**config.mk**
```make
export PLATFORM = sky130hd
export DESIGN_NAME = forwarding_unit
export DESIGN_NICKNAME = d
export VERILOG_FILES = /design/src/mips_pkg.sv /design/src/forwarding_unit.sv
export SDC_FILE = /design/constraint.sdc
export NUM_CORES = 1
export LEC_CHECK = 0
export BUFFER_PORTS_ARGS = -buffer_cell sky130_fd_sc_hd__buf_2
export CAP_MARGIN = 40
export CORE_AREA = 2 2 39 41
export DETAILED_ROUTE_END_ITERATION = 8
export DIE_AREA = 0 0 41 43
export MAX_ROUTING_LAYER = met4
export PLACE_DENSITY = 0.59
export SLEW_MARGIN = 20
export SYNTH_ARGS = -nofsm -noshare
export SYNTH_HDL_FRONTEND = slang
export SYNTH_SLANG_ARGS = --single-unit
```
**constraint.sdc**
```tcl
create_clock -name vclk -period 1.75
set_clock_uncertainty 0.05 [all_clocks]
set_input_delay 0.2625 -clock vclk [all_inputs]
set_output_delay 0.2625 -clock vclk [all_outputs]
set_load 0.03 [all_outputs]
```
**src/mips_pkg.sv**
```systemverilog
package mips_pkg;

	typedef logic [31:0] word_t;
	typedef logic [4:0]  reg_addr_t;

	// Memory sizes in words
	localparam int IMEM_WORDS = 256;
	localparam int DMEM_WORDS = 256;
	localparam int IMEM_AW    = $clog2(IMEM_WORDS);
	localparam int DMEM_AW    = $clog2(DMEM_WORDS);
	localparam int NUM_REGS   = 32;

	////////////////////
	// Opcodes
	////////////////////
	localparam logic [5:0] OP_RTYPE = 6'h00;
	localparam logic [5:0] OP_J     = 6'h02;
	localparam logic [5:0] OP_BEQ   = 6'h04;
	localparam logic [5:0] OP_BNE   = 6'h05;
	localparam logic [5:0] OP_ADDI  = 6'h08;
	localparam logic [5:0] OP_ANDI  = 6'h0c;
	localparam logic [5:0] OP_ORI   = 6'h0d;
	localparam logic [5:0] OP_LUI   = 6'h0f;
	localparam logic [5:0] OP_LW    = 6'h23;
	localparam logic [5:0] OP_SW    = 6'h2b;

	// R-type function codes
	localparam logic [5:0] FN_SLL = 6'h00;
	localparam logic [5:0] FN_JR  = 6'h08;
	localparam logic [5:0] FN_ADD = 6'h20;
	localparam logic [5:0] FN_SUB = 6'h22;
	localparam logic [5:0] FN_AND = 6'h24;
	localparam logic [5:0] FN_OR  = 6'h25;
	localparam logic [5:0] FN_SLT = 6'h2a;

	// ALU_ADD is zero so a bubble decodes to a harmless add
	typedef enum logic [2:0] {
		ALU_ADD,
		ALU_SUB,
		ALU_AND,
		ALU_OR,
		ALU_SLT,
		ALU_SLL,
		ALU_LUI
	} alu_op_t;

	// ALU operand source where EX/MEM wins over MEM/WB
	typedef enum logic [1:0] {
		FWD_REG,
		FWD_WB,
		FWD_MEM
	} fwd_sel_t;

	////////////////////
	// Stage payloads
	////////////////////
	typedef struct packed {
		logic    reg_dest;
		logic    alu_src;
		alu_op_t alu_op;
		logic    mem_read;
		logic    mem_write;
		logic    mem_to_reg;
		logic    reg_write;
		logic    zero_ext;
	} ctrl_t;

	typedef struct packed {
		word_t instr;
		word_t pc_plus4;
	} if_id_t;

	typedef struct packed {
		ctrl_t     ctrl;
		word_t     rd1;
		word_t     rd2;
		word_t     imm;
		reg_addr_t rs;
		reg_addr_t rt;
		reg_addr_t rd;
		logic [4:0] shamt;
	} id_ex_t;

	typedef struct packed {
		word_t     alu_result;
		word_t     store_data;
		reg_addr_t dest;
		logic      mem_read;
		logic      mem_write;
		logic      mem_to_reg;
		logic      reg_write;
	} ex_mem_t;

	typedef struct packed {
		word_t     read_data;
		word_t     alu_result;
		reg_addr_t dest;
		logic      mem_to_reg;
		logic      reg_write;
	} mem_wb_t;

endpackage

```
**src/forwarding_unit.sv**
```systemverilog
`timescale 1ns/1ps

module forwarding_unit
	import mips_pkg::*;
(
	input  reg_addr_t rs,
	input  reg_addr_t rt,
	input  reg_addr_t mem_dest,
	input  logic      mem_reg_write,
	input  reg_addr_t wb_dest,
	input  logic      wb_reg_write,
	output fwd_sel_t  forward_a,
	output fwd_sel_t  forward_b
);

	logic mem_valid;
	logic wb_valid;

	// Never forward r0
	assign mem_valid = mem_reg_write && (mem_dest != '0);
	assign wb_valid  = wb_reg_write && (wb_dest != '0);

	// Newest result first
	assign forward_a = (mem_valid && mem_dest == rs) ? FWD_MEM :
		(wb_valid && wb_dest == rs) ? FWD_WB : FWD_REG;
	assign forward_b = (mem_valid && mem_dest == rt) ? FWD_MEM :
		(wb_valid && wb_dest == rt) ? FWD_WB : FWD_REG;

endmodule

```
# Word level (Yosys, flattened, before mapping)
# Cells that the tools add are included.
[totals] register_bits=0 word_cells=16
[op_classes] reduce_logical=8 n_eq_ne=4 muxes=4
[ops] op="== test 5 bit" count=4
[ops] op="nonzero test 5 bit" count=2
[ops] op="logical AND 1 bit" count=6
[ops] op="2-to-1 mux 2 bit" count=2
[ops] op="2-to-1 mux 1 bit" count=2

# Depth between registers and ports, before layout
[logic_depth] ltp_word=5 ltp_mapped=4 depth_no_buf=4

# Worst setup path after synthesis
# OpenSTA, ideal clock, no wires.
[synth_timing] kind="in2out" from="in mem_dest[4]" to="out forward_a[0]" path_slack_ns=-0.410 path_buffers=0 arrival_time_ns=1.848 stages=4 cell_sequence="or4_1 > o21ai_2 > nor4_1 > nor4_2"
[synth_between] elab_chain_len=4 word_cells_on_any_way=5 cone_classes="1 x eq/ne; 1 x mux; 3 x reduce/logical"
[synth_rtl] item="start, declared" line="forwarding_unit.sv:8" rtl="input reg_addr_t mem_dest,"
[synth_rtl] item="nonzero test 5 bit" line="forwarding_unit.sv:20" rtl="assign mem_valid = mem_reg_write && (mem_dest != '0);"
[synth_rtl] item="logical AND 1 bit" line="forwarding_unit.sv:20"
[synth_rtl] item="logical AND 1 bit (*)" line="forwarding_unit.sv:24" rtl="assign forward_a = (mem_valid && mem_dest == rs) ? FWD_MEM :"
[synth_rtl] item="2-to-1 mux 2 bit (*)" line="forwarding_unit.sv:24"
[synth_rtl] item="end, declared" line="forwarding_unit.sv:12" rtl="output fwd_sel_t forward_a,"
# Every way passes the cells marked *; elsewhere a longest branch is shown, timed or not.

# Worst setup path after layout
[layout_timing] from="in mem_dest[1]" to="out forward_a[0]"
# Same word-level chain as after synthesis.

==> metrics.yaml <==
status: "complete, but fails checks"
failed_checks: "setup timing"
row_count: 14
synthSimpleGateAreaFrac_pct: 31.94
yosysTopAreaCell: "xnor2_1"
post-route-period-util_pct: 108.7
drtAntennaViolNets: 0
multi_input_area_um2: 320.3
min_to: "forward_a[1]"
dieArea_mm2: 0.001763
overflow: 0
cp.buffers_inverters: 2
grt_pass1_vias: 327
internal-power_w: 0.00006560
cp_data_required_time_ns: 1.44
relSlewSlack_pct: 68.78
crit_slowest_cell: "or4_4"
p_seq_share_pct: 0
synth.distinct_cells: 10
dpl_cell_area_um2: 503.0
grt_pass1_wl_mm: 1.373
hold-path-cell-count: 4
rsz0062_at_grt: "yes"
seq_cells: 0
sw_frac_of_total_pct: 47.58
worst_hold_slack_ns: 0.8923
finalSetupViolCount: 3
drtPass1Iterations: 3
p_clk_share_pct: 0
crit_path_start_kind: "input pin"
p_comb_share_pct: 100.0
ctsHoldBuffers: 0
fmax_mhz: 525.7
hold_path.startpoint: "mem_reg_write"
nNetsFinal: 91
hold_path.class: "input pin to output pin"
critPathMaxStageDelay_ns: 0.54
fp.dieW_um: 41
regArea_um2: 0
first_iter_violations: 3
hold_viol: 0
start_util_pct: 19.53
ys_seq_area_share_pct: 0
synth_top_family_by_area: "XOR/XNOR gates"
synthTopCellsByArea: "xnor2_1 (52%), xor2_1 (13%), nor4_2 (9.3%), or4_1 (5.6%), nand4_1 (4.6%)"
cpMostUsedCell: "nor4_4"
track_usage_pct: 10.85
tightest_slew_ns: 0.4645
synthAdderAreaFrac_pct: 0
power_leakage_nw: 0.2203
dr_total_vias: 348
crit_family: "simple AND/OR/NAND/NOR gates"
finalInstanceArea_um2: 540.5
fin_crit_ns: 1.902
boundaryPins: 26
post-cts-setup-buffers: 0
dp_hpwl_um: 836.4
die_h_um: 43
pre_cts_ws_ns: -0.1890
synthCells: 34
syn_area_per_cell_um2: 7.949
syn_nets: 56
arrival_ns: 1.59
maxCapViolations: 0
end_kind: "output pin"
synth_compound_area_share_pct: 3.241
routed_via_density: 4.193
antenna_found_initial: 0
drc: 0
grt_max_degree: 4
n_antenna_cell: 0
slew_viol_final: 0
drt-total-wl_um: 872
utilization_pct: 39.06
switching_power_w: 0.00005955
power_density_mw_per_mm2: 231.5
peakVddDrop_uv: 97.34
ys_warn_count: 0
synth_area_um2: 270.3
synthMuxAreaShare_pct: 0
cp_cell_sequence: "buf_6 > or4_4 > o21ai_4 > nor4_4 > nor4_4 > buf_4"
drive_above_1_share_pct: 58.21
areaGrowthSynthToFinish_pct: 100.0
worstPathMaxFanout: 2
portBuffers: 26
num-fill-cells: 156
clockBufferCount: 0
gp_congestion: 0.7874
synth_xor_area_share_pct: 64.81
setup.worst_path.class: "input pin to output pin"
routedWlPerCell_um: 10.51
setup_ws_ns: -0.1522
yosysTopAreaCellShare_pct: 51.85
core_area_mm2: 0.001384
## per-stage QoR
stage | setup TNS, ns | std cells | total power, W
floorplan | -0.2130 | 34 | 0.00005860
global placement | -0.3285 | 83 | 0.0001158
detailed placement | -0.4327 | 83 | 0.0001171
CTS | -0.3780 | 83 | 0.0001267
global route | -0.5555 | 83 | 0.0001356
finish | -0.3516 | 83 | 0.0001252
## cell type report
cell class,instances,share of cell area (%)
tap,16,3.704
multi-input combinational,34,59.26
timing repair buffer,33,37.04
## kinds of logic after synthesis
| kind of cell | after synthesis |
|---|---|
| AO/OA/AOI/OAI | 1 |
| AND/OR/NAND/NOR | 13 |
| XOR/XNOR | 20 |
## power groups by stage
stage	clock (W)	combinational, W	sequential (W)
after global routing	0	0.000136	0
after detailed placement	0	0.000117	0
after global placement	0	0.000116	0
final	0	0.000125	0
after CTS	0	0.000127	0
after floorplan	0	0.0000586	0
## Yosys cell counts
cell,instances
nand2_1,2
nand3_1,2
nand4_1,2
nor2_1,1
nor4_1,2
nor4_2,2
o21ai_2,1
or4_1,2
xnor2_1,16
xor2_1,4
## how the worst max path moves through the flow
stage | startpoint | end | slack (ns) | cells past startpoint
2_1_floorplan | mem_dest[1] | forward_a[0] | -0.11 | 4
3_5_place_dp | mem_dest[1] | forward_b[0] | -0.19 | 6
5_1_grt | mem_dest[1] | forward_b[0] | -0.20 | 6
4_1_cts | mem_dest[1] | forward_a[0] | -0.15 | 6
6_report | mem_dest[1] | forward_a[0] | -0.15 | 6
3_3_place_gp | mem_dest[1] | forward_b[0] | -0.16 | 6
## per-layer routing
layer | global-route usage (%) | share of wire (%)
met5 | - | 0
met1 | 15.51 | 41
met2 | 17.81 | 50
met4 | 0 | 0
met3 | 0 | 8.5
## timing repair
item,4_1_cts,5_1_grt
resized for setup,7,0
pin swaps,1,0
endpoints found under the hold margin,0,0
endpoints found under the setup margin,3,3
## layout by cell type, fill, tap and decap left out
cell type | synthesis | final
or4_4 | 0 | 1
xnor2_1 | 16 | 16
o21ai_4 | 0 | 1
nand3_1 | 2 | 2
nand2_1 | 2 | 2
nand4_1 | 2 | 2
buf_2 | 0 | 22
nor4_2 | 2 | 1
nor2_1 | 1 | 1
nor4_4 | 0 | 3
buf_4 | 0 | 9
buf_6 | 0 | 2
or4_1 | 2 | 1
xor2_1 | 4 | 4
(Power assumes the default switching activity.)
