## src/mips_pkg.sv

```systemverilog
package mips_pkg;

	typedef logic [31:0] word_t;
	typedef logic [4:0]  reg_addr_t;

	// Memory sizes in words
	localparam int IMEM_WORDS = 256;
	localparam int DMEM_WORDS = 256;
	localparam int IMEM_AW    = $clog2(IMEM_WORDS);
	localparam int DMEM_AW    = $clog2(DMEM_WORDS);
	localparam int NUM_REGS   = 32;

	////////////////////
	// Opcodes
	////////////////////
	localparam logic [5:0] OP_RTYPE = 6'h00;
	localparam logic [5:0] OP_J     = 6'h02;
	localparam logic [5:0] OP_BEQ   = 6'h04;
	localparam logic [5:0] OP_BNE   = 6'h05;
	localparam logic [5:0] OP_ADDI  = 6'h08;
	localparam logic [5:0] OP_ANDI  = 6'h0c;
	localparam logic [5:0] OP_ORI   = 6'h0d;
	localparam logic [5:0] OP_LUI   = 6'h0f;
	localparam logic [5:0] OP_LW    = 6'h23;
	localparam logic [5:0] OP_SW    = 6'h2b;

	// R-type function codes
	localparam logic [5:0] FN_SLL = 6'h00;
	localparam logic [5:0] FN_JR  = 6'h08;
	localparam logic [5:0] FN_ADD = 6'h20;
	localparam logic [5:0] FN_SUB = 6'h22;
	localparam logic [5:0] FN_AND = 6'h24;
	localparam logic [5:0] FN_OR  = 6'h25;
	localparam logic [5:0] FN_SLT = 6'h2a;

	// ALU_ADD is zero so a bubble decodes to a harmless add
	typedef enum logic [2:0] {
		ALU_ADD,
		ALU_SUB,
		ALU_AND,
		ALU_OR,
		ALU_SLT,
		ALU_SLL,
		ALU_LUI
	} alu_op_t;

	// ALU operand source where EX/MEM wins over MEM/WB
	typedef enum logic [1:0] {
		FWD_REG,
		FWD_WB,
		FWD_MEM
	} fwd_sel_t;

	////////////////////
	// Stage payloads
	////////////////////
	typedef struct packed {
		logic    reg_dest;
		logic    alu_src;
		alu_op_t alu_op;
		logic    mem_read;
		logic    mem_write;
		logic    mem_to_reg;
		logic    reg_write;
		logic    zero_ext;
	} ctrl_t;

	typedef struct packed {
		word_t instr;
		word_t pc_plus4;
	} if_id_t;

	typedef struct packed {
		ctrl_t     ctrl;
		word_t     rd1;
		word_t     rd2;
		word_t     imm;
		reg_addr_t rs;
		reg_addr_t rt;
		reg_addr_t rd;
		logic [4:0] shamt;
	} id_ex_t;

	typedef struct packed {
		word_t     alu_result;
		word_t     store_data;
		reg_addr_t dest;
		logic      mem_read;
		logic      mem_write;
		logic      mem_to_reg;
		logic      reg_write;
	} ex_mem_t;

	typedef struct packed {
		word_t     read_data;
		word_t     alu_result;
		reg_addr_t dest;
		logic      mem_to_reg;
		logic      reg_write;
	} mem_wb_t;

endpackage

```

## src/alu.sv

```systemverilog
`timescale 1ns/1ps

module alu
	import mips_pkg::*;
(
	input  alu_op_t    op,
	input  word_t      a,
	input  word_t      b,
	input  logic [4:0] shamt,
	output word_t      result
);

	logic less;

	// slt compares as signed values
	assign less = $signed(a) < $signed(b);

	always_comb begin
		case (op)
			ALU_ADD: begin
				result = a + b;
			end
			ALU_SUB: begin
				result = a - b;
			end
			ALU_AND: begin
				result = a & b;
			end
			ALU_OR: begin
				result = a | b;
			end
			ALU_SLT: begin
				result = {31'd0, less};
			end
			// Shift source is rt, which arrives on b
			ALU_SLL: begin
				result = b << shamt;
			end
			ALU_LUI: begin
				result = b << 16;
			end
			default: begin
				result = '0;
			end
		endcase
	end

endmodule

```

## config.mk

```make
export PLATFORM = sky130hd
export DESIGN_NAME = alu
export DESIGN_NICKNAME = d
export VERILOG_FILES = /design/src/mips_pkg.sv /design/src/alu.sv
export SDC_FILE = /design/constraint.sdc
export NUM_CORES = 1
export LEC_CHECK = 0
export ABC_AREA = 1
export BUFFER_PORTS_ARGS = -buffer_cell sky130_fd_sc_hd__buf_2
export CORE_MARGIN = 2
export CORE_UTILIZATION = 40
export DETAILED_ROUTE_END_ITERATION = 10
export PLACE_DENSITY = 0.68
export REMOVE_ABC_BUFFERS = 1
export SYNTH_ARGS = -nofsm -noshare
export SYNTH_HDL_FRONTEND = slang
export SYNTH_SLANG_ARGS = --single-unit
```

## constraint.sdc

```tcl
create_clock -name vclk -period 2.85
set_clock_uncertainty 0.1 [all_clocks]
set_input_delay 0.7125 -clock vclk [all_inputs]
set_output_delay 0.7125 -clock vclk [all_outputs]
set_load 0.01 [all_outputs]
```

# Yosys cells after proc, flatten, opt, wreduce, memory -nomap -nowiden

Cells that the tools add are included.

Flip-flop bits (word level): 0
Bits of input ports: 72
Output and inout bits: 32
Logic and storage cells: 14

Add/subtract/negate cells: 2
Order comparisons: 1
Eq/ne operators: 6
Shift operators: 1
Muxes and demuxes: 1
Bitwise logic cells: 2
Reductions and logical operators: 1

Operator list:

| cell                                          | count |
|---|---|
| one-hot mux 32 bit (7 select lines)           | 1 |
| adder 32 bit                                  | 1 |
| AND 32 bit                                    | 1 |
| < comparator 32 bit                           | 1 |
| OR 32 bit                                     | 1 |
| << shifter 32 x 5 -> 32 bit                   | 1 |
| subtractor 32 bit                             | 1 |
| == test 3 bit, second input constant          | 3 |
| == test 3 x 2 -> 1 bit, second input constant | 2 |
| == test 3 x 1 -> 1 bit, second input constant | 1 |
| logical NOT 3 bit                             | 1 |

# Longest topological paths before layout

Word-level depth: 2
Depth in mapped cells: 17
Depth with buffers taken out: 16

# Least setup slack after synthesis

OpenSTA, ideal clock, no wires.

Path kind: input to output
Start: input a[0]
End: output result[0]
Arrival: 2.235 ns
Data required time: 2.037 ns
Path slack: -0.197 ns
Stages on the path: 14
Buffers on the path: 0
Cell sequence: inv_1 ha_1 fa_1 nor2_1 nand2_1 nand3_1 nand3_1 nand2_1 nand2_1 nand2_1 nand2_1 nand3_1 nand3_1 nand2_1

Word-level cells in the longest chain between the ends: 2
Elaborated cells between the ends (all ways): 6
Classes of those cells: add/sub: 2; order compare: 1; mux: 1; bitwise: 2

RTL lines:

| item                                            | line      | text |
|---|---|---|
| start: declaration                              | alu.sv:7  | `input word_t a,` |
| subtractor 32 bit, or another cell as far along | alu.sv:24 | `result = a - b;` |
| one-hot mux 32 bit (7 select lines) *           | alu.sv:19 | `case (op)` |
| end: declaration                                | alu.sv:10 | `output word_t result` |

Mark *: on every way between the ends. The rest lies on a longest branch, timed or not.

# Worst setup path in the final report

Start: input a[0]
End: output result[24]

Word-level cells in the longest chain between the ends: 2
Elaborated cells between the ends (all ways): 3
Classes of those cells: add/sub: 2; mux: 1

RTL lines:

| item                                                     | line |
|---|---|
| subtractor 32 bit / adder 32 bit (equally long branches) | alu.sv:24, alu.sv:21 |
| one-hot mux 32 bit (7 select lines) *                    | alu.sv:19 |

Marked as above.

==> results.ini <==
[placed_design]
port_buffers = 104
gp_congestion = 1.04
dpl.hpwl_um = 34700
post_dp_cell_area_sq_um = 11300

[worst_setup_path]
worst-setup-path-type = input port to output pin
path_buf_inv = 4
path_delay_family = simple AND/OR/NAND/NOR gates
critPathLaunchType = input port
slowest_stage = fa_2
crit_arrival_ns = 2.63
critPathMaxStageDelay_ns = 0.41
worstPathCellList = buf_8, inv_4, ha_4, fa_2, nor2_2, nand2_1, nand3_2, nand3_2, nand2_2, buf_6, nand2_2, nand3_1, nand2_1, nand3_1, nand3_4, buf_6
worst_setup_path_end_kind = output pin
worstPathRequired_ns = 2.04
critPathMaxFanout = 3

[power]
leakagePower_uw = 0.00805
peakVddDrop_v = 0.000115
power_density_nw_per_um2 = 218

[floorplan]
row_count = 51
die-area_sq_um = 21200
core_area_sq_um = 19600
initial_utilization = 0.410
io_pins = 104
die_h_um = 146
dieWidth_um = 146

[yosys]
ys_seq_area_frac = 0
ys_types = 37
syn_avg_cell_area_sq_um = 4.83
synthesis.area_sq_um = 8030
synth_cells = 1663
ys_warn_count = 0

[route]
drt-initial-drc-count = 1651
drc = 0
wirelength_um = 51100
wl_per_cell_um = 21.5
first_pass_iters = 7
viasPerCell = 5.84
drtAntennaViolNets = 0
vias = 13905

[sta]
drv_slew = 0
worst_pin_slew_ns = 0.561
min_period_ns = 3.44
slew_headroom = 0.626
fmax_mhz = 291
hold_viol = 0
fin_crit_sh = 1.21
setup_violations = 32
setup_ws_ns = -0.590
rsz0062_at_grt = true

[global_route]
grt_max_degree = 34
grt-ovfl-total = 0
grt_pass1_vias = 12804
grt_pass1_wl_um = 68800
antenna_found_initial = 1
grt_use_total = 0.407

[final_layout]
fin_util = 0.763
syn_to_final_growth_pct = 86.2
layout_common_cells = nand2_1, buf_4, inv_1
clock_buffers = 0
drive_gt1_frac = 0.508
multi_input_area_sq_um = 9050
fin_area_sq_um = 14900
fillers = 1415
mostFrequentLayoutCell = nand2_1
nFlopsAndLatches = 0
seq_area_sq_um = 0
finalNetCount = 2289

[run]
maxCapViolations = 0

[outcome]
violations = negative setup slack
status = complete, but fails checks

[worst_hold_path]
hold_path.class = input port to output pin

==> cell type report <==
cell class	count	area share
multi-input cells	1282	0.605
repair buffers	516	0.288
inverters	315	0.0850
well taps	265	0.0222
diodes	1	0.000167
==> metrics by stage <==
stage / std cells / TNS, ns / setup slack (ns) / total power (uW) / hold WS, ns
global placement: 2313 / -16.31 / -0.681 / 2130 / 1.91
floorplan: 1597 / -2.36 / -0.197 / 1030 / 1.49
detailed placement: 2313 / -17.28 / -0.708 / 2160 / 1.90
finish: 2379 / -13.34 / -0.590 / 3260 / 1.89
global route: 2378 / -14.97 / -0.660 / 3400 / 1.90
CTS: 2354 / -9.10 / -0.429 / 2730 / 1.90
==> per-layer routing <==
metal,vias to the layer above,global-route usage,part of all wire
met1,6253,0.497,0.35
met3,407,0.0652,0.13
li1,6139,-,-
met2,1106,0.659,0.42
met5,-,0,0
met4,0,0.275,0.10
==> kinds of logic (layout without fill, tap and decap cells) <==
group           Yosys count  after routing  synth area share
compound gates          180            180             0.128
fa+ha+maj               102            102             0.161
buf+inv                 381            831             0.187
other cells               0              1                 0
simple gates           1000           1000             0.524
==> synthesized netlist by cell type, drive strengths merged <==
| library cell | instances | area share |
|---|---|---|
| nand3b | 6 | 0.0056 |
| a21o | 1 | 0.00094 |
| buf | 44 | 0.029 |
| nand4 | 22 | 0.017 |
| o22ai | 11 | 0.0086 |
| a211oi | 2 | 0.0019 |
| clkbuf | 22 | 0.011 |
| and2 | 2 | 0.0016 |
| nor3b | 1 | 0.00094 |
| o211ai | 21 | 0.020 |
| inv | 314 | 0.15 |
| nor2 | 147 | 0.069 |
| and3 | 3 | 0.0023 |
| o2111ai | 1 | 0.0011 |
| nor4 | 2 | 0.0016 |
| nor3 | 14 | 0.012 |
| clkinv | 1 | 0.00047 |
| o221ai | 5 | 0.0055 |
| nand2 | 566 | 0.26 |
| ha | 100 | 0.16 |
| a21oi | 74 | 0.046 |
| o21ai | 54 | 0.034 |
| nand3 | 234 | 0.15 |
| fa | 2 | 0.0050 |
| a221oi | 4 | 0.0044 |
| o21bai | 7 | 0.0065 |
| or2 | 3 | 0.0023 |
==> repair_timing <==
item	in CTS	in global routing
cloned	1	0
buffers inserted	43	28
hold buffers	0	0
pin swaps	168	154
endpoints found under the setup margin	32	32
gates resized for setup	592	321
==> final timing paths <==
path | cells past startpoint | start | to
worst max-delay path | 16 | a[0] | result[24]
worst min-delay path | 6 | op[1] | result[0]
==> power breakdown <==
group | leakage [uW] | internal, uW | total, uW | switching, uW
combinational | 0.00805 | 1380 | 3260 | 1880
clock | 0.00000000634 | 0.0000373 | 0.0000373 | 0
sequential | 0 | 0 | 0 | 0
(Power assumes the default switching activity.)
