[src/mips_pkg.sv]
package mips_pkg;

	typedef logic [31:0] word_t;
	typedef logic [4:0]  reg_addr_t;

	// Memory sizes in words
	localparam int IMEM_WORDS = 256;
	localparam int DMEM_WORDS = 256;
	localparam int IMEM_AW    = $clog2(IMEM_WORDS);
	localparam int DMEM_AW    = $clog2(DMEM_WORDS);
	localparam int NUM_REGS   = 32;

	////////////////////
	// Opcodes
	////////////////////
	localparam logic [5:0] OP_RTYPE = 6'h00;
	localparam logic [5:0] OP_J     = 6'h02;
	localparam logic [5:0] OP_BEQ   = 6'h04;
	localparam logic [5:0] OP_BNE   = 6'h05;
	localparam logic [5:0] OP_ADDI  = 6'h08;
	localparam logic [5:0] OP_ANDI  = 6'h0c;
	localparam logic [5:0] OP_ORI   = 6'h0d;
	localparam logic [5:0] OP_LUI   = 6'h0f;
	localparam logic [5:0] OP_LW    = 6'h23;
	localparam logic [5:0] OP_SW    = 6'h2b;

	// R-type function codes
	localparam logic [5:0] FN_SLL = 6'h00;
	localparam logic [5:0] FN_JR  = 6'h08;
	localparam logic [5:0] FN_ADD = 6'h20;
	localparam logic [5:0] FN_SUB = 6'h22;
	localparam logic [5:0] FN_AND = 6'h24;
	localparam logic [5:0] FN_OR  = 6'h25;
	localparam logic [5:0] FN_SLT = 6'h2a;

	// ALU_ADD is zero so a bubble decodes to a harmless add
	typedef enum logic [2:0] {
		ALU_ADD,
		ALU_SUB,
		ALU_AND,
		ALU_OR,
		ALU_SLT,
		ALU_SLL,
		ALU_LUI
	} alu_op_t;

	// ALU operand source where EX/MEM wins over MEM/WB
	typedef enum logic [1:0] {
		FWD_REG,
		FWD_WB,
		FWD_MEM
	} fwd_sel_t;

	////////////////////
	// Stage payloads
	////////////////////
	typedef struct packed {
		logic    reg_dest;
		logic    alu_src;
		alu_op_t alu_op;
		logic    mem_read;
		logic    mem_write;
		logic    mem_to_reg;
		logic    reg_write;
		logic    zero_ext;
	} ctrl_t;

	typedef struct packed {
		word_t instr;
		word_t pc_plus4;
	} if_id_t;

	typedef struct packed {
		ctrl_t     ctrl;
		word_t     rd1;
		word_t     rd2;
		word_t     imm;
		reg_addr_t rs;
		reg_addr_t rt;
		reg_addr_t rd;
		logic [4:0] shamt;
	} id_ex_t;

	typedef struct packed {
		word_t     alu_result;
		word_t     store_data;
		reg_addr_t dest;
		logic      mem_read;
		logic      mem_write;
		logic      mem_to_reg;
		logic      reg_write;
	} ex_mem_t;

	typedef struct packed {
		word_t     read_data;
		word_t     alu_result;
		reg_addr_t dest;
		logic      mem_to_reg;
		logic      reg_write;
	} mem_wb_t;

endpackage

[src/register_file.sv]
`timescale 1ns/1ps

module register_file
	import mips_pkg::*;
(
	input  logic      clk,
	input  logic      reset,
	input  reg_addr_t read_addr_1,
	input  reg_addr_t read_addr_2,
	output word_t     read_data_1,
	output word_t     read_data_2,
	input  logic      write_en,
	input  reg_addr_t write_addr,
	input  word_t     write_data
);

	word_t regs [NUM_REGS];

	always_ff @(posedge clk) begin
		if (reset) begin
			for (int i = 0; i < NUM_REGS; i++) begin
				regs[i] <= '0;
			end
		end else if (write_en && write_addr != '0) begin
			regs[write_addr] <= write_data;
		end
	end

	// r0 reads zero and a same-cycle write shows through
	assign read_data_1 = (read_addr_1 == '0) ? '0 :
		(write_en && write_addr == read_addr_1) ? write_data : regs[read_addr_1];
	assign read_data_2 = (read_addr_2 == '0) ? '0 :
		(write_en && write_addr == read_addr_2) ? write_data : regs[read_addr_2];

endmodule

[config.mk]
export PLATFORM = sky130hd
export DESIGN_NAME = register_file
export DESIGN_NICKNAME = d
export VERILOG_FILES = /design/src/mips_pkg.sv /design/src/register_file.sv
export SDC_FILE = /design/constraint.sdc
export NUM_CORES = 2
export LEC_CHECK = 0
export BUFFER_PORTS_ARGS = -buffer_cell sky130_fd_sc_hd__buf_2
export CAP_MARGIN = 20
export CORE_MARGIN = 10
export CORE_UTILIZATION = 40
export DETAILED_ROUTE_END_ITERATION = 16
export SYNTH_ARGS = -nofsm -noshare
export SYNTH_HDL_FRONTEND = slang
export SYNTH_SLANG_ARGS = --single-unit
[constraint.sdc]
create_clock -name clk -period 3.81 [get_ports clk]
set_clock_uncertainty 0.05 [all_clocks]
set_input_delay 0.762 -clock clk [delete_from_list [all_inputs] [get_ports clk]]
set_output_delay 0.762 -clock clk [all_outputs]
set_load 0.02 [all_outputs]
# --- Word-level counts from Yosys, hierarchy flattened ---
# Memories as Yosys holds them, arrays and structs flattened.
# Cells that the tools add are included.
word_totals:
  ff_bits: 0
  latch_bits: 0
  mem_bits_rw: 1024
  romBits: 0
  in_bits: 50
  out_inout_bits: 64
  wordCells: 22
  n_memories: 1
classes:
  n_addsub: 0
  mul: 0
  div: 0
  order_cmp: 0
  eq_ne: 2
  n_shift: 0
  n_mux: 12
  bitwise_logic: 0
  reduce_logical: 7
memory_table:
  columns: ["name", "depth", "word_bits", "rd", "rd_clocked_by_memory_dff", "wr", "line", "text"]
  rows:
  - ["regs", 32, 32, 2, 0, 32, "register_file.sv:17", "word_t regs [NUM_REGS];"]
ops:
  columns: ["cell", "n"]
  rows:
  - ["$mux 32", 5]
  - ["$reduce_or 32->1", 1]
  - ["$eq 5x5->1", 2]
  - ["$logic_not 5->1", 2]
  - ["$mux 1", 6]
  - ["$mux 5", 1]
  - ["$reduce_bool 5->1", 1]
  - ["$logic_and 1x1->1", 3]

# --- Logic depth before layout (Yosys ltp) ---
logic_depth:
  word_depth: 7
  ltp_mapped: 10
  ltp_nobuf: 5

# --- Least setup slack after synthesis ---
# Ideal clock, no wire load.
synth_timing:
  path_kind: "input-to-output"
  start: "in read_addr_2[1]"
  end: "out read_data_2[10]"
  t_arrival_ns: 2.612
  required_ns: 2.998
  slack_ns: 0.386
  path_stages: 7
  n_path_buf: 3
  cell_sequence: "buf_2 -> buf_1 -> clkbuf_1 -> mux4_2 -> a2111oi_0 -> a21oi_1 -> a22o_1"
synth_via:
  elab_chain_len: 4
  elab_cells_between_ends: 6
  cone_classes: "eq/ne (1); mux (2); reduce/logical (2); memory (1)"
synth_lines:
  columns: ["element", "line", "text"]
  rows:
  - ["from (decl)", "register_file.sv:9", "input reg_addr_t read_addr_2,"]
  - ["parallel branches: the longest is 3 deep, another holds $mem_v2 32x32", null, null]
  - ["$mux 32 (*)", "register_file.sv:32", "assign read_data_2 = (read_addr_2 == '0) ? '0 :"]
  - ["to (decl)", "register_file.sv:11", "output word_t read_data_2,"]
# Mark *: on every way between the ends.

# --- Worst setup path in the final report ---
layout_timing:
  start: "in read_addr_1[0]"
  end: "out read_data_1[9]"
layout_via:
  elab_chain_len: 4
  elab_cells_between_ends: 6
  cone_classes: "eq/ne (1); mux (2); reduce/logical (2); memory (1)"
layout_lines:
  columns: ["element", "line", "text"]
  rows:
  - ["from (decl)", "register_file.sv:8", "input reg_addr_t read_addr_1,"]
  - ["parallel branches: the longest is 3 deep, another holds $mem_v2 32x32", null, null]
  - ["$mux 32 (*)", "register_file.sv:30", "assign read_data_1 = (read_addr_1 == '0) ? '0 :"]
  - ["to (decl)", "register_file.sv:10", "output word_t read_data_1,"]
# Marks and branches as above.

==> run_summary.xml <==
<?xml version="1.0" encoding="UTF-8"?>
<metrics>
  <group name="synth">
    <metric name="yosys_register_bits" unit="">1024</metric>
    <metric name="netlist.area_leader.share" unit="%">56.19</metric>
    <metric name="synthDominantAreaCellType" unit="">sky130_fd_sc_hd__edfxtp_1</metric>
    <metric name="ys_seq_area_share" unit="%">56.19</metric>
    <metric name="synth-warning-count" unit="">0</metric>
    <metric name="postSynthAreaPerCell" unit="um^2">14.63</metric>
    <metric name="number_of_unique_standard_cell_types_used_by_synthesis" unit="">50</metric>
    <metric name="synthesis.area" unit="um^2">54720</metric>
    <metric name="yosys-top-cells-area" unit="">sky130_fd_sc_hd__edfxtp_1, sky130_fd_sc_hd__mux4_2, sky130_fd_sc_hd__and2_1</metric>
    <metric name="synth_common_cells" unit="">sky130_fd_sc_hd__edfxtp_1, sky130_fd_sc_hd__and2_1, sky130_fd_sc_hd__mux4_2</metric>
    <metric name="count_of_flip_flops_with_a_built_in_enable_after_synthesis" unit="">1024</metric>
    <metric name="synthesis.instances" unit="">3740</metric>
    <metric name="synthArstFlopShare" unit="%">0</metric>
    <metric name="synthFlopType" unit="">sky130_fd_sc_hd__edfxtp_1</metric>
    <metric name="yosys.cell_count.top_type" unit="">sky130_fd_sc_hd__edfxtp_1</metric>
  </group>
  <group name="placement">
    <metric name="port_buffers" unit="">113</metric>
    <metric name="routabilityCongestion" unit="">0.9375</metric>
    <metric name="detailedPlacementHpwl" unit="um">127400</metric>
    <metric name="postPlaceCellArea" unit="um^2">60040</metric>
    <metric name="placed_cells" unit="">5640</metric>
  </group>
  <group name="layout">
    <metric name="largest_register" unit="">regs</metric>
    <metric name="flow.area_growth_from_synthesis" unit="%">17.73</metric>
    <metric name="post-route-cell-area" unit="um^2">64420</metric>
    <metric name="stdcell_count" unit="">5883</metric>
    <metric name="largest_registers_ranked_by_flip_flop_count" unit="">regs x1024</metric>
    <metric name="num-fill-cells" unit="">11720</metric>
    <metric name="num-nets-final" unit="">4054</metric>
    <metric name="post-route-util" unit="%">47.50</metric>
    <metric name="max_reg_flops" unit="">1024</metric>
    <metric name="post_route_cells_drive_above_1_share" unit="%">30.41</metric>
  </group>
  <group name="worst_setup_path">
    <metric name="crit_fanout" unit="">12</metric>
    <metric name="cp-end-kind" unit="">primary output</metric>
    <metric name="cpMaxStageDelayCell" unit="">sky130_fd_sc_hd__mux4_2</metric>
    <metric name="launch_point_of_the_worst_path" unit="">read_addr_1[0]</metric>
    <metric name="timing.setup.critical_path_class" unit="">in2out</metric>
    <metric name="critPathBufInv" unit="">4</metric>
    <metric name="arrival_time_of_the_worst_setup_path" unit="ns">3.04</metric>
    <metric name="worst_setup_path_start_kind" unit="">input port</metric>
    <metric name="crit_path_max_incr_delay" unit="ns">0.51</metric>
    <metric name="required" unit="ns">3.00</metric>
    <metric name="cp_cell_sequence" unit="">buf_8 &gt; buf_12 &gt; mux4_2 &gt; a22oi_1 &gt; buf_4 &gt; a21oi_1 &gt; a221o_1 &gt; buf_2</metric>
    <metric name="crit_cells" unit="">8</metric>
    <metric name="critical-path-top-delay-family" unit="">buffers and inverters</metric>
  </group>
  <group name="clock_tree">
    <metric name="clkTransAtPathRegs" unit="ns">0.06</metric>
    <metric name="cts_inserted_buffers" unit="">108</metric>
    <metric name="clock-root-buffer" unit="">sky130_fd_sc_hd__clkbuf_16</metric>
    <metric name="tritoncts" unit="">done</metric>
    <metric name="numClockSinks" unit="">1024</metric>
    <metric name="cts_hold_buffers" unit="">0</metric>
    <metric name="cts-root-to-sink-buffers" unit="">3</metric>
    <metric name="cts_max_level" unit="">3</metric>
  </group>
  <group name="drt">
    <metric name="drt_iter0_drc" unit="">4395</metric>
    <metric name="drt-wirelength-per-cell" unit="um">33.34</metric>
    <metric name="routed_via_density" unit="">6.184</metric>
    <metric name="drcViolationCount" unit="">0</metric>
    <metric name="via_count" unit="">36380</metric>
    <metric name="detailedRoute.firstPassIterationCount" unit="">6</metric>
    <metric name="drt.antenna.violating_nets" unit="">0</metric>
    <metric name="drt_wl_total" unit="um">196200</metric>
  </group>
  <group name="power_and_ir_drop">
    <metric name="post-layout-total-power" unit="mW">28.05</metric>
    <metric name="leakage" unit="nW">23.12</metric>
    <metric name="worst_ir_drop_vdd" unit="V">0.0004828</metric>
    <metric name="power.density" unit="nW/um^2">435.5</metric>
  </group>
  <group name="sta">
    <metric name="worst_pin_slew" unit="ns">0.9782</metric>
    <metric name="finalSetupViolations" unit="">3</metric>
    <metric name="fin_crit" unit="ns">3.850</metric>
    <metric name="fin_worst_hold_slack" unit="ns">0.4517</metric>
    <metric name="final_max_slew_viol_count" unit="">0</metric>
    <metric name="max_slew_margin" unit="%">34.79</metric>
    <metric name="final_number_of_hold_violating_endpoints" unit="">0</metric>
    <metric name="rsz0062_at_grt" unit="">yes</metric>
    <metric name="final.period_utilization" unit="%">101.0</metric>
    <metric name="post-route-worst-setup-slack" unit="ns">-0.03968</metric>
    <metric name="clock.fmax" unit="GHz">0.2598</metric>
  </group>
  <group name="global_route">
    <metric name="maximum_number_of_pins_on_one_net_before_global_route_repair" unit="">64</metric>
    <metric name="global_route.overflow_total" unit="">0</metric>
    <metric name="grt_antenna_before_repair" unit="">18</metric>
    <metric name="first_pass_grt_wire_length" unit="um">275600</metric>
    <metric name="grtUsageTotal" unit="%">25.23</metric>
    <metric name="first_global_vias" unit="">36440</metric>
  </group>
  <group name="floorplanning">
    <metric name="die-height" unit="um">389.9</metric>
    <metric name="core_area" unit="um^2">135600</metric>
    <metric name="std_cell_rows" unit="">135</metric>
    <metric name="design.die.area" unit="um^2">152000</metric>
    <metric name="initial_utilization" unit="%">40.35</metric>
    <metric name="die_x" unit="um">389.9</metric>
    <metric name="boundaryPins" unit="">114</metric>
  </group>
  <group name="hold_path">
    <metric name="timing.hold.worst_path_depth" unit="">2</metric>
    <metric name="min-delay-path-class" unit="">in2reg</metric>
    <metric name="holdCritStartpoint" unit="">write_data[29]</metric>
  </group>
  <group name="run">
    <metric name="cap_viol_max_count" unit="">0</metric>
  </group>
  <group name="outcome">
    <metric name="run_status" unit="">complete, but fails checks</metric>
    <metric name="violations_in_the_final_reports" unit="">setup timing</metric>
  </group>
</metrics>
-- report_power, final --
part / switching, mW / internal (mW) / leakage (nW) / total, mW
Clock: 4.65 / 6.01 / 1.70 / 10.7
Combinational: 2.35 / 1.71 / 11.7 / 4.06
Sequential: 0.322 / 13.0 / 9.75 / 13.3
-- cell families after synthesis --
family	after synthesis	synth area share, %
other cells	1	0.006853
simple gates	1146	12.75
flops	1024	56.19
mux	674	21.21
xor+xnor	10	0.1600
buf+inv	416	3.231
compound gates	469	6.452
-- placed cells by master, fill, tap and decap left out, drive strengths merged, types with 12 or more instances in the layout --
cell type,instances
and2,996
edfxtp,1024
nand3,12
conb,32
a221o,13
mux4,388
o22ai,41
a22o,55
clkinv,46
nand2,35
o221ai,42
a2111oi,24
buf,536
nor2,43
o221a,18
a21oi,78
or2,33
clkbuf,135
mux2i,281
a22oi,133
-- layer usage --
metal,global-route usage [%],vias up,wire [um]
met3,6.262,418,18900
met5,0,-,138
met1,32.98,18870,76920
met2,39.74,2054,90270
met4,11.16,22,9929
li1,-,15020,-
-- worst paths after layout --
kind,slack (ns),to
worst max-delay path,-0.04,read_data_1[9]
worst min-delay path,0.45,regs[20][29]
-- through the flow --
stage	setup WS, ns	TNS, ns
global route	-0.01635	-0.03907
detailed placement	-0.5591	-2.948
global placement	-0.7202	-3.545
CTS	-0.06952	-0.1064
finish	-0.03968	-0.07398
floorplan	0.3862	0
-- cell type report --
class / count / area, um^2 / area share [%]
Antenna cell: 8 / 20.02 / 0.03107
Multi-Input combinational cell: 2331 / 23030 / 35.75
Inverter: 2 / 7.507 / 0.01165
Sequential cell: 1024 / 30750 / 47.73
Timing Repair Buffer: 537 / 4912 / 7.625
Clock inverter: 66 / 611.8 / 0.9497
Clock buffer: 134 / 2864 / 4.446
Tap cell: 1781 / 2228 / 3.459
-- repair_timing --
action / in CTS / in global routing
buffers inserted: 15 / 18
pin swaps: 3 / 9
gates resized for setup: 69 / 55
setup endpoints to repair: 26 / 31
gates cloned: 1 / 1
hold endpoints to repair: 0 / 0
Note: power is estimated with default switching activity, not from simulation.
