## src/mips_pkg.sv

```systemverilog
package mips_pkg;

	typedef logic [31:0] word_t;
	typedef logic [4:0]  reg_addr_t;

	// Memory sizes in words
	localparam int IMEM_WORDS = 256;
	localparam int DMEM_WORDS = 256;
	localparam int IMEM_AW    = $clog2(IMEM_WORDS);
	localparam int DMEM_AW    = $clog2(DMEM_WORDS);
	localparam int NUM_REGS   = 32;

	////////////////////
	// Opcodes
	////////////////////
	localparam logic [5:0] OP_RTYPE = 6'h00;
	localparam logic [5:0] OP_J     = 6'h02;
	localparam logic [5:0] OP_BEQ   = 6'h04;
	localparam logic [5:0] OP_BNE   = 6'h05;
	localparam logic [5:0] OP_ADDI  = 6'h08;
	localparam logic [5:0] OP_ANDI  = 6'h0c;
	localparam logic [5:0] OP_ORI   = 6'h0d;
	localparam logic [5:0] OP_LUI   = 6'h0f;
	localparam logic [5:0] OP_LW    = 6'h23;
	localparam logic [5:0] OP_SW    = 6'h2b;

	// R-type function codes
	localparam logic [5:0] FN_SLL = 6'h00;
	localparam logic [5:0] FN_JR  = 6'h08;
	localparam logic [5:0] FN_ADD = 6'h20;
	localparam logic [5:0] FN_SUB = 6'h22;
	localparam logic [5:0] FN_AND = 6'h24;
	localparam logic [5:0] FN_OR  = 6'h25;
	localparam logic [5:0] FN_SLT = 6'h2a;

	// ALU_ADD is zero so a bubble decodes to a harmless add
	typedef enum logic [2:0] {
		ALU_ADD,
		ALU_SUB,
		ALU_AND,
		ALU_OR,
		ALU_SLT,
		ALU_SLL,
		ALU_LUI
	} alu_op_t;

	// ALU operand source where EX/MEM wins over MEM/WB
	typedef enum logic [1:0] {
		FWD_REG,
		FWD_WB,
		FWD_MEM
	} fwd_sel_t;

	////////////////////
	// Stage payloads
	////////////////////
	typedef struct packed {
		logic    reg_dest;
		logic    alu_src;
		alu_op_t alu_op;
		logic    mem_read;
		logic    mem_write;
		logic    mem_to_reg;
		logic    reg_write;
		logic    zero_ext;
	} ctrl_t;

	typedef struct packed {
		word_t instr;
		word_t pc_plus4;
	} if_id_t;

	typedef struct packed {
		ctrl_t     ctrl;
		word_t     rd1;
		word_t     rd2;
		word_t     imm;
		reg_addr_t rs;
		reg_addr_t rt;
		reg_addr_t rd;
		logic [4:0] shamt;
	} id_ex_t;

	typedef struct packed {
		word_t     alu_result;
		word_t     store_data;
		reg_addr_t dest;
		logic      mem_read;
		logic      mem_write;
		logic      mem_to_reg;
		logic      reg_write;
	} ex_mem_t;

	typedef struct packed {
		word_t     read_data;
		word_t     alu_result;
		reg_addr_t dest;
		logic      mem_to_reg;
		logic      reg_write;
	} mem_wb_t;

endpackage

```

## src/decode_control.sv

```systemverilog
`timescale 1ns/1ps

module decode_control
	import mips_pkg::*;
(
	input  word_t     instr,
	input  bit        ex_mem_read,
	input  bit        ex_reg_write,
	input  reg_addr_t ex_dest,
	input  bit        mem_mem_read,
	input  reg_addr_t mem_dest,
	output ctrl_t     ctrl,
	output logic      is_branch_eq,
	output logic      is_branch_ne,
	output logic      is_jump,
	output logic      is_jr,
	output logic      stall
);

	logic [5:0] opcode;
	logic [5:0] funct;
	reg_addr_t  rs;
	reg_addr_t  rt;
	ctrl_t      ctrl_dec;
	logic       jr_dec;
	logic       is_br;
	logic       uses_rt;
	logic       load_use;
	logic       ex_hit;
	logic       mem_hit;
	logic       branch_hazard;

	assign opcode = instr[31:26];
	assign funct  = instr[5:0];
	assign rs     = instr[25:21];
	assign rt     = instr[20:16];

	always_comb begin
		ctrl_dec = '0;
		case (opcode)
			OP_RTYPE: begin
				ctrl_dec.reg_dest  = 1'b1;
				ctrl_dec.reg_write = 1'b1;
				case (funct)
					FN_ADD:  ctrl_dec.alu_op = ALU_ADD;
					FN_SUB:  ctrl_dec.alu_op = ALU_SUB;
					FN_AND:  ctrl_dec.alu_op = ALU_AND;
					FN_OR:   ctrl_dec.alu_op = ALU_OR;
					FN_SLT:  ctrl_dec.alu_op = ALU_SLT;
					FN_SLL:  ctrl_dec.alu_op = ALU_SLL;
					// jr and unknown functions write nothing
					default: ctrl_dec.reg_write = 1'b0;
				endcase
			end
			OP_ADDI, OP_ANDI, OP_ORI, OP_LUI: begin
				ctrl_dec.alu_src   = 1'b1;
				ctrl_dec.reg_write = 1'b1;
				ctrl_dec.zero_ext  = (opcode != OP_ADDI);
				case (opcode)
					OP_ANDI: ctrl_dec.alu_op = ALU_AND;
					OP_ORI:  ctrl_dec.alu_op = ALU_OR;
					OP_LUI:  ctrl_dec.alu_op = ALU_LUI;
					default: ctrl_dec.alu_op = ALU_ADD;
				endcase
			end
			OP_LW: begin
				ctrl_dec.alu_src    = 1'b1;
				ctrl_dec.mem_read   = 1'b1;
				ctrl_dec.mem_to_reg = 1'b1;
				ctrl_dec.reg_write  = 1'b1;
			end
			OP_SW: begin
				ctrl_dec.alu_src   = 1'b1;
				ctrl_dec.mem_write = 1'b1;
			end
			default: ctrl_dec = '0;
		endcase
	end

	assign jr_dec  = (opcode == OP_RTYPE) && (funct == FN_JR);
	assign is_br   = (opcode == OP_BEQ) || (opcode == OP_BNE);
	assign uses_rt = (opcode == OP_RTYPE) || (opcode == OP_SW) || is_br;

	////////////////////
	// Hazards
	////////////////////

	// Load in EX feeding this instruction
	assign load_use = ex_mem_read && (ex_dest != '0) &&
		((ex_dest == rs) || (uses_rt && ex_dest == rt));

	// Branch operands must be readable from the file or the EX/MEM ALU result
	assign ex_hit = ex_reg_write && (ex_dest != '0) &&
		((ex_dest == rs) || (is_br && ex_dest == rt));
	assign mem_hit = mem_mem_read && (mem_dest != '0) &&
		((mem_dest == rs) || (is_br && mem_dest == rt));
	assign branch_hazard = (is_br || jr_dec) && (ex_hit || mem_hit);

	assign stall = load_use || branch_hazard;

	// Stall turns this slot into a bubble
	assign ctrl         = stall ? '0 : ctrl_dec;
	assign is_branch_eq = !stall && (opcode == OP_BEQ);
	assign is_branch_ne = !stall && (opcode == OP_BNE);
	assign is_jump      = !stall && (opcode == OP_J);
	assign is_jr        = !stall && jr_dec;

endmodule

```

## config.mk

```make
export PLATFORM = sky130hd
export DESIGN_NAME = decode_control
export DESIGN_NICKNAME = d
export VERILOG_FILES = /design/src/mips_pkg.sv /design/src/decode_control.sv
export SDC_FILE = /design/constraint.sdc
export NUM_CORES = 1
export LEC_CHECK = 0
export ABC_CLOCK_PERIOD_IN_PS = 2800
export BUFFER_PORTS_ARGS = -buffer_cell sky130_fd_sc_hd__buf_2
export CAP_MARGIN = 40
export CORE_UTILIZATION = 40
export DETAILED_ROUTE_END_ITERATION = 16
export GPL_ROUTABILITY_DRIVEN = 1
export PLACE_DENSITY = 0.95
export SETUP_SLACK_MARGIN = 0.02
export SLEW_MARGIN = 20
export SYNTH_ARGS = -nofsm -noshare
export SYNTH_HDL_FRONTEND = slang
export SYNTH_SLANG_ARGS = --single-unit
```

## constraint.sdc

```tcl
create_clock -name vclk -period 2.8
set_input_delay 0.42 -clock vclk [all_inputs]
set_output_delay 0.42 -clock vclk [all_outputs]
set_load 0.02 [all_outputs]
```

* Yosys cells after proc, flatten, opt, wreduce, memory -nomap -nowiden
Index checks and enable logic that the tools add are counted.
** Operators by class
- Equality and inequality tests :: 20
- Multiplexer cells :: 11
- Reductions and logical operators :: 33
** Operators by type and width (number)
- equality test 6 bit, second input constant :: 7
- equality test 6 x 4 -> 1 bit, second input constant :: 5
- equality test 5 bit :: 4
- logical AND 1 bit :: 15
- case mux 3 bit (5 select lines) :: 1
- equality test 6 x 3 -> 1 bit, second input constant :: 2
- zero test 6 bit :: 2
- OR reduction 6 bit :: 2
- 2-to-1 mux 10 bit :: 1
- nonzero test 5 bit :: 2
- logical OR 1 bit :: 9
- case mux 3 bit (3 select lines) :: 1
- equality test 6 x 2 -> 1 bit, second input constant :: 1
- 2-to-1 mux 1 bit :: 6
- inequality test 6 x 4 -> 1 bit, second input constant :: 1
- case mux 3 bit (2 select lines) :: 1
- OR reduction 5 bit :: 1
- OR reduction 4 bit :: 1
- case mux 1 bit (2 select lines) :: 1
- zero test 1 bit :: 1
** Word-level totals
- Flip-flop bits (word level) :: 0
- Bits of input ports :: 45
- Output and inout port bits :: 15
- Word-level logic and storage cells :: 64

* Logic depth before layout (Yosys ltp)
Gate-level depths: netlist of the first run.
- Word-level depth :: 10
- Depth in mapped cells :: 7
- Gate-level depth less buffers :: 6

* Least setup slack after synthesis of the first run
No wires, ideal clock.
- Path kind :: in2out
- Start :: input instr[30]
- End :: output ctrl[4] (netlist name)
- Data arrival time :: 2.484 ns
- Required time :: 2.380 ns
- Slack :: -0.104 ns
- Cell stages on the path :: 7
- Path buffers :: 2
- Cell sequence :: clkbuf_1 and3b_1 nor3b_1 o221ai_2 a21boi_2 nor4b_1 buf_4
** RTL lines
- start: declaration :: RTL line decode_control.sv:6 : input word_t instr,
- end: declaration :: RTL line decode_control.sv:12 : output ctrl_t ctrl,

* Final worst setup path of the first run
- Start :: input instr[26]
- End :: output stall
** Between the ends
- Word-level cells in the longest chain between the ends :: 8
- Elaborated cells on any way between the ends :: 21
- Classes of those cells :: eq/ne (3); reduce/logical (18)
** RTL lines
- equality test 6 x 3 -> 1 bit :: RTL line decode_control.sv:81 : assign is_br = (opcode == OP_BEQ) || (opcode == OP_BNE);
- logical OR 1 bit :: RTL line decode_control.sv:81
- logical AND 1 bit (on tied branches) :: RTL line decode_control.sv:94, decode_control.sv:96
- logical OR 1 bit (on tied branches) :: RTL line decode_control.sv:94, decode_control.sv:96
- logical AND 1 bit (on tied branches) :: RTL line decode_control.sv:93, decode_control.sv:95
- logical OR 1 bit :: RTL line decode_control.sv:97 : assign branch_hazard = (is_br || jr_dec) && (ex_hit || mem_hit);
- logical AND 1 bit :: RTL line decode_control.sv:97
- logical OR 1 bit * :: RTL line decode_control.sv:99 : assign stall = load_use || branch_hazard;
- end: declaration :: RTL line decode_control.sv:17 : output logic stall
Every way passes the cells marked *; elsewhere a longest branch is shown, timed or not.

==> results of run 1 <==
## area by class of cell
class,instances,area [µm²],area share
multi-input cells,96,647,0.677
well taps,16,20.0,0.0209
repair buffers,52,278,0.291
inverters,3,11.3,0.0118
## placed cells by master (no fill, tap or decap), drive strengths merged, types with 2 or more instances in the layout
master / netlist / routed
buf: 2 / 52
xnor2: 15 / 15
nor2: 11 / 11
nor3: 10 / 10
nand3: 9 / 9
a21oi: 8 / 8
o21ai: 7 / 7
xor2: 6 / 6
nand2: 5 / 5
inv: 3 / 3
or4: 3 / 3
and3b: 2 / 2
nor3b: 2 / 2
or3: 2 / 2
nor4b: 2 / 2
## layer usage
layer,global-route usage,up-vias,share of wire
li1,-,479,-
met1,0.268,411,0.41
met2,0.418,49,0.52
met3,0.00426,0,0.075
met4,0,0,0
met5,0,-,0
## synth_stat cells, types with 2 or more instances
library cell / count / area share
nor2_1: 11 / 0.061
nor3_1: 10 / 0.074
nand3_1: 9 / 0.067
o21ai_0: 7 / 0.052
nor3b_1: 2 / 0.022
xnor2_1: 15 / 0.19
or4_1: 3 / 0.033
a21oi_1: 8 / 0.059
and3b_1: 2 / 0.026
xor2_1: 6 / 0.078
nand2_1: 5 / 0.028
inv_1: 3 / 0.017
## power breakdown
group | switching, µW | internal, µW
Sequential | 0 | 0
Combinational | 60.8 | 52.5
Clock | 0 | 0
Total | 60.8 | 52.5
## worst paths after layout
path | from | end | slack [ns] | cells past startpoint
setup / recovery | instr[26] | stall | 0.18 | 9
hold / removal | instr[26] | is_branch_eq | 1.19 | 3
## stage by stage
stage | worst slack (ns) | utilization | instance area [µm²] | hold WS (ns) | power [µW]
floorplan | 0.215 | - | 681 | 0.925 | 58.9
global placement | 0.210 | 0.620 | 956 | 1.19 | 109
detailed placement | 0.188 | 0.620 | 956 | 1.19 | 113
CTS | 0.177 | 0.620 | 956 | 1.19 | 113
global route | 0.0721 | 0.620 | 956 | 1.22 | 124
finish | 0.175 | 0.620 | 956 | 1.19 | 113
## cells by family after synthesis
| logic type | Yosys count |
|---|---|
| and+or+nand+nor | 51 |
| AOI/OAI and AO/OA | 24 |
| buffers and inverters | 6 |
| xor gates and xnor gates | 21 |
## critical path, delay by kind of cell
| family | cells | cell delay (ns) |
|---|---|---|
| AO/OA/AOI/OAI | 2 | 0.32 |
| buffers and inverters | 3 | 0.43 |
| AND/OR/NAND/NOR | 4 | 1.03 |
==> run metrics, run 1 <==
status=finished, final reports clean; Post-DRT Antenna Nets=0; initial drt markers=11; gpl congestion=about 0.88; CTS Hold Buffers Added=0; Synth cell types=33; slowest cell delay on critical path=roughly 0.42 ns; Cell Count, Final, Fillers Out=roughly 170; Inserted Diodes=0; Die Y=43.1 µm; post-CTS sizing=0; Die ar.=~1900 µm²; multiplexer share of the synthesized area=0; final critical-path required period=2.62 ns; Final period util=0.937; die width=approximately 43 µm; Netlist Area Pre-Place=roughly 670 µm²; Slew Viols, Final=0; vias per inst=approximately 5.6; boundary pin count=60; fmax=approximately 380 MHz; Syn. warnings=0; nets@finish=between 150 and 200; area of the core=around 1500 µm²; layout cell share with drive strength beyond 1=0.384; Initial Utilization=0.438; Post-Route WL=~2000 µm; routed len/inst=~12 µm; critical path peak fanout=13; Startpoint Class=primary input; Final Setup Violations=0; number of port buffers=50; Leak=0.000436 µW; Fill cells=between 100 and 150; via count=between 900 and 1000; Total Routing Usage GR=0.212; Critical Path RT=between 2 and 2.5 ns; drt first pass iters=4; Hold WC Path Type=in2out; initial antenna violation count=0; number of global-route vias before repair=around 810; synthesized net count=between 100 and 150; peak supply drop=0.0000657 V; largest net degree at the start of global routing=14; syn_area_per_cell=between 6 and 7 µm²; Post-CTS Setup Inserts=0; first-pass GRT wire length=between 3000 and 4000 µm; FF+latch count=0; placed cell count=167; power per cell area=around 120 nW/µm²; FP Rows=14; critical path class=in2out; Synth Area in Adders=0; Area Overhead vs Synth=41.7%; Post-Synth XOR/XNOR Area=0.273; CP max stage cell=or3_4; max cap viols=0; final hold vios=0; largest family of logic cells by synthesized area=simple AND/OR/NAND/NOR gates; Register Area=0 µm²; Top cell by count, worst path=buf_2; Worst setup EP type=output port; post-synthesis sequential area ratio=0; compound-gate portion of the synthesized area=0.234; CP arrival=2.20 ns; area share of and/or/nand/nor cells after synthesis=0.443; # clk buffers=0; unrepaired setup endpoints after global routing=false; Syn Inst Count=around 100; Fin Setup TNS=0 ns; relative slew slack=0.733; Overflow after GRT=0; placed wire-length estimate=about 1700 µm; Worst Max-Slew Pin Slew=between 0.3 and 0.4 ns; number of remaining DRC errors=0; worst path cell trace=buf_2, or3_4, nor4b_4, and3_1, o221ai_2, a21boi_2, buf_12, or2_2, buf_2
Power figures use the tool's default switching activity.
==> inputs of run 2 (changes only) <==
ABC_AREA = 1   (was default)
CORE_UTILIZATION = 42   (was 40)
==> run 2 against run 1 <==
Net effect:
- hold slack improved by 0.060 ns
- routed wire length shrank 6.8%
- die area increased by 6.4%
- sequential cell count is the same
- global-route usage fell by 1.4 points
- non-clock buffer count fell by 2
- final cell count grew 40%
==> run metrics, run 2 <==
Overflow after GRT=0 (unchanged); CP bufs+invs=3 (unchanged); via count=1068 (+14%); Final period util=0.779 (-0.158); Met1 Wirelength=867 µm (+7.0%); Post-DRT Antenna Nets=0 (unchanged); fmax=458 MHz (+20%); Util after Layout=0.638 (+0.0180); area of the core=1590 µm² (+3.4%); number of remaining DRC errors=0 (unchanged); CP max stage cell=nand2_2; Initial Utilization=0.474 (+0.0366); CTS Hold Buffers Added=0 (unchanged); CP arrival=1.76 ns (-0.44 ns); FF+latch count=0 (unchanged); Top cell by count, worst path=nand2_2; most frequent cells in the layout=buf_2 (50), nand2_1 (46), nor2_1 (33); boundary pin count=60 (unchanged); syn_area_per_cell=4.69 µm² (-29%); final hold vios=0 (unchanged); post-synthesis sequential area ratio=0 (unchanged); post-CTS sizing=0 (unchanged); largest cells by area after synthesis=nand2_1 (23%), nor2_1 (16%), inv_1 (14%), nand3_1 (11%), xor2_1 (7.0%); peak supply drop=0.0000695 V (+5.7%); Setup WS pre-CTS=0.625 ns (+0.437 ns); Total Routing Usage GR=0.198 (-0.0145); Leak=0.000681 µW (+56%); gpl congestion=0.863 (-2.2%); layout cell share with drive strength beyond 1=0.273 (-0.111); min setup slack post-route=0.618 ns (+0.443 ns); Syn. warnings=0 (unchanged); slowest cell delay on critical path=0.21 ns (-0.21 ns); top-count cell post-synth=nand2_1; vias per inst=4.58 (-18%); routed len/inst=7.95 µm (-33%); Synth top area share=0.228 (+0.0337); number of global-route vias before repair=855 (+5.7%); Netlist Area Pre-Place=756 µm² (+12%); nets@finish=256 (+29%); Post-Route WL=1850 µm (-6.8%); # clk buffers=0 (unchanged); Startpoint Class=primary input; Worst Max-Slew Pin Slew=0.278 ns (-0.120 ns); worst path cell trace=buf_2, inv_1, nand2_2, nor3_4, nand2_2, nand2_1, nor2_1, o21ai_1, nand2_1, nand2_2, nor2_1, buf_2; max cap viols=0 (unchanged); first-pass GRT wire length=3160 µm (-2.7%); Fin Setup TNS=0 ns (unchanged); Die Y=44.4 µm (+3.2%); Post-CTS Setup Inserts=0 (unchanged); die width=44.4 µm (+3.2%); critical path class=in2out; Syn Inst Count=161 (+58%); FP Rows=14 (unchanged); drt first pass iters=4 (unchanged); synthesized net count=206 (+40%); relative slew slack=0.814 (+0.0812); met2 WL post-DR=908 µm (-12%); commonest non-fill, non-tap cell in the layout=buf_2; Register Area=0 µm² (unchanged); kind of cell adding the most delay to the critical path=simple AND/OR/NAND/NOR gates; Slew Viols, Final=0 (unchanged); initial drt markers=29 (+18); Worst setup EP type=output port; Final Setup Violations=0 (unchanged); unrepaired setup endpoints after global routing=false; Synth cell types=25 (-24%); Routed met3 length=77 µm (-48%); commonest cells in the netlist=nand2_1 (46), nor2_1 (33), inv_1 (28); power per cell area=112 nW/µm² (-5.9%); initial antenna violation count=0 (unchanged); largest net degree at the start of global routing=15 (+1); placed wire-length estimate=1700 µm (-2.0%); Inserted Diodes=0 (unchanged); Hold WC Path Type=in2out; number of port buffers=50 (unchanged); critical path peak fanout=14 (+1); Area Overhead vs Synth=34.6%; Critical Path RT=2.38 ns (about the same); max layer used=met3; final critical-path required period=2.18 ns (-0.443 ns); status=finished, final reports clean; Die ar.=1970 µm² (+6.4%); area leader, netlist=nand2_1
## run 2: stage by stage
stage	instances	cell area [µm²]	total power (µW)	hold slack [ns]
floorplan	161	756	64.2	0.998
global placement	233	1020	111	1.25
detailed placement	233	1020	113	1.25
CTS	233	1020	114	1.25
global route	233	1020	130	1.28
finish	233	1020	114	1.25
## run 2: final cells by class
type | instances | area [µm²]
Fill cell | 171 | 577
Inverter | 29 | 109
Multi-Input combinational cell | 130 | 628
Tap cell | 24 | 30.0
Timing Repair Buffer | 50 | 250
## run 2: final timing paths
path / startpoint / end / depth (start not counted)
min: instr[26] / is_branch_ne / 4
max: instr[31] / ctrl[2] / 12
## run 2: cells by family after synthesis
| family | share of synthesized area |
|---|---|
| and+or+nand+nor | 0.646 |
| buffers and inverters | 0.169 |
| xor gates and xnor gates | 0.116 |
| AOI/OAI and AO/OA | 0.0695 |
## run 2: report_power, final
part | switching [µW] | total [µW] | internal (µW)
Sequential | 0 | 0 | 0
Combinational | 66.3 | 114 | 47.2
Clock | 0 | 0 | 0
## run 2: per-layer routing
metal | vias up | global-route usage
met5 | - | 0
met4 | 0 | 0
met3 | 0 | 0
met2 | 26 | 0.371
met1 | 445 | 0.269
li1 | 597 | -
==> inputs of run 3 (changes only) <==
ABC_CLOCK_PERIOD_IN_PS = 2000   (was 2800)
CORE_UTILIZATION = 38   (was 42)
PLACE_DENSITY = 0.92   (was 0.95)
clock period = 2 ns   (was 2.8 ns; I/O delays follow)
==> run 3 against run 2 <==
Net effect:
- die area is 10% higher
- combinational power is 43% higher
- first-iteration DRC count is 6.9% higher
- hold slack worse by 0.23 ns
- clock-buffer cell count stayed put
- critical endpoint unchanged
==> run metrics, run 3 (synthesis results as in run 2) <==
Area Overhead vs Synth=39.1%; CP arrival=1.55 ns (-0.21 ns); max cap viols=0 (unchanged); Total Power=163 µW (+44%); Startpoint Class=primary input; die width=46.6 µm (+4.9%); status=finished, final reports clean; placed wire-length estimate=1730 µm (+2.0%); Die ar.=2170 µm² (+10%); Fin Setup TNS=0 ns (unchanged); power per cell area=156 nW/µm² (+39%); Slew Viols, Final=0 (unchanged); peak supply drop=0.0000933 V (+34%); Total Routing Usage GR=0.183 (-0.0150); routed len/inst=8.20 µm (+3.1%); Final period util=0.925; most frequent cells in the layout=buf_2 (50), nand2_1 (46), nor2_1 (32); Die Y=46.6 µm (+4.9%); multi-input logic area=646 µm² (+2.8%); P_sw=94.9 µW (+43%); via count=1077 (+0.84%); unrepaired setup endpoints after global routing=false; critical path class=in2out; Overflow after GRT=0 (unchanged); area of the core=1800 µm² (+13%); Logic pwr share=1.000 (about the same); drt first pass iters=4 (unchanged); Register Area=0 µm² (unchanged); final hold vios=0 (unchanged); sequential power share=0 (unchanged); Internal Pwr Total=68.6 µW (+45%); layout cell share with drive strength beyond 1=0.289 (+0.0164); min setup slack post-route=0.151 ns (-0.467 ns); initial antenna violation count=0 (unchanged); FF+latch count=0 (unchanged); commonest non-fill, non-tap cell in the layout=buf_2; number of global-route vias before repair=816 (-4.6%); Worst setup EP type=output port; nets@finish=258 (+0.78%); Sw Ratio=0.580 (-0.00331); fmax=approximately 540 MHz; Leak=0.000693 µW (+1.8%); relative slew slack=0.823 (+0.00930); boundary pin count=60 (unchanged); number of port buffers=50 (unchanged); Final Setup Violations=0 (unchanged); critical path peak fanout=14 (unchanged); FP Rows=15 (+1); first-pass GRT wire length=3060 µm (-3.3%); Critical Path RT=1.70 ns (-0.68 ns); Hold WC Path Type=in2out; gpl congestion=0.829 (-4.0%); largest net degree at the start of global routing=15 (unchanged); share of total power in the clock network=0 (unchanged); Setup WS pre-CTS=0.0267 ns (-0.598 ns); worst hold margin=1.02 ns (-0.232 ns); placed cell count=236 (+1.3%); CTS Hold Buffers Added=0 (unchanged); number of remaining DRC errors=0 (unchanged); Worst Max-Slew Pin Slew=0.265 ns (-0.0139 ns); Fill cells=191 (+12%); # clk buffers=0 (unchanged); Inserted Diodes=0 (unchanged); Cell Count, Final, Fillers Out=236 (+1.3%); final critical-path required period=between 1.5 and 2 ns; vias per inst=4.56 (-0.44%); Post-DRT Antenna Nets=0 (unchanged); Post-Route WL=1940 µm (+4.4%); Initial Utilization=0.419 (-0.0547); initial drt markers=31 (+6.9%)
[run 3: metal layers]
layer	wire (µm)	part of all wire	global-route usage
met3	107	0.055	0
met5	0	0	0
met1	895	0.46	0.270
met4	0	0	0
met2	932	0.48	0.311
[run 3: layout make-up]
cell class         instances  area share
well taps                 25      0.0298
inverters                 29       0.104
multi-input cells        130       0.614
repair buffers            52       0.252
[run 3: power groups by stage]
stage	Sequential [µW]	Clock [µW]	Combinational (µW)
2_1_floorplan	0	0	89.9
3_3_place_gp	0	0	158
3_5_place_dp	0	0	161
4_1_cts	0	0	161
5_1_grt	0	0	185
6_report	0	0	163
[run 3: through the flow]
stage,cell area (µm²),utilization
final,1050,0.583
after floorplan,756,-
after CTS,1030,0.574
after global routing,1050,0.583
after detailed placement,1030,0.574
after global placement,1030,0.574
[run 3: path summary, 6_finish.rpt]
kind / end / cells past startpoint / from
hold / removal: is_branch_ne / 4 / instr[26]
setup / recovery: ctrl[2] / 12 / instr[31]
[run 3: worst max-delay path: stages]
cell,delay (ns)
buf_2,0.12
inv_1,0.08
nand2_2,0.08
nor3_4,0.15
nand2_2,0.11
nand2_1,0.07
nor2_1,0.04
o21ai_1,0.11
nand2_1,0.09
nand2_4,0.16
nor2_1,0.07
buf_2,0.16
[run 3: timing repair]
item                       4_1_cts  5_1_grt
setup buffers                    0        0
setup endpoints to repair        0       15
resized for setup                0        4
hold endpoints to repair         0        0
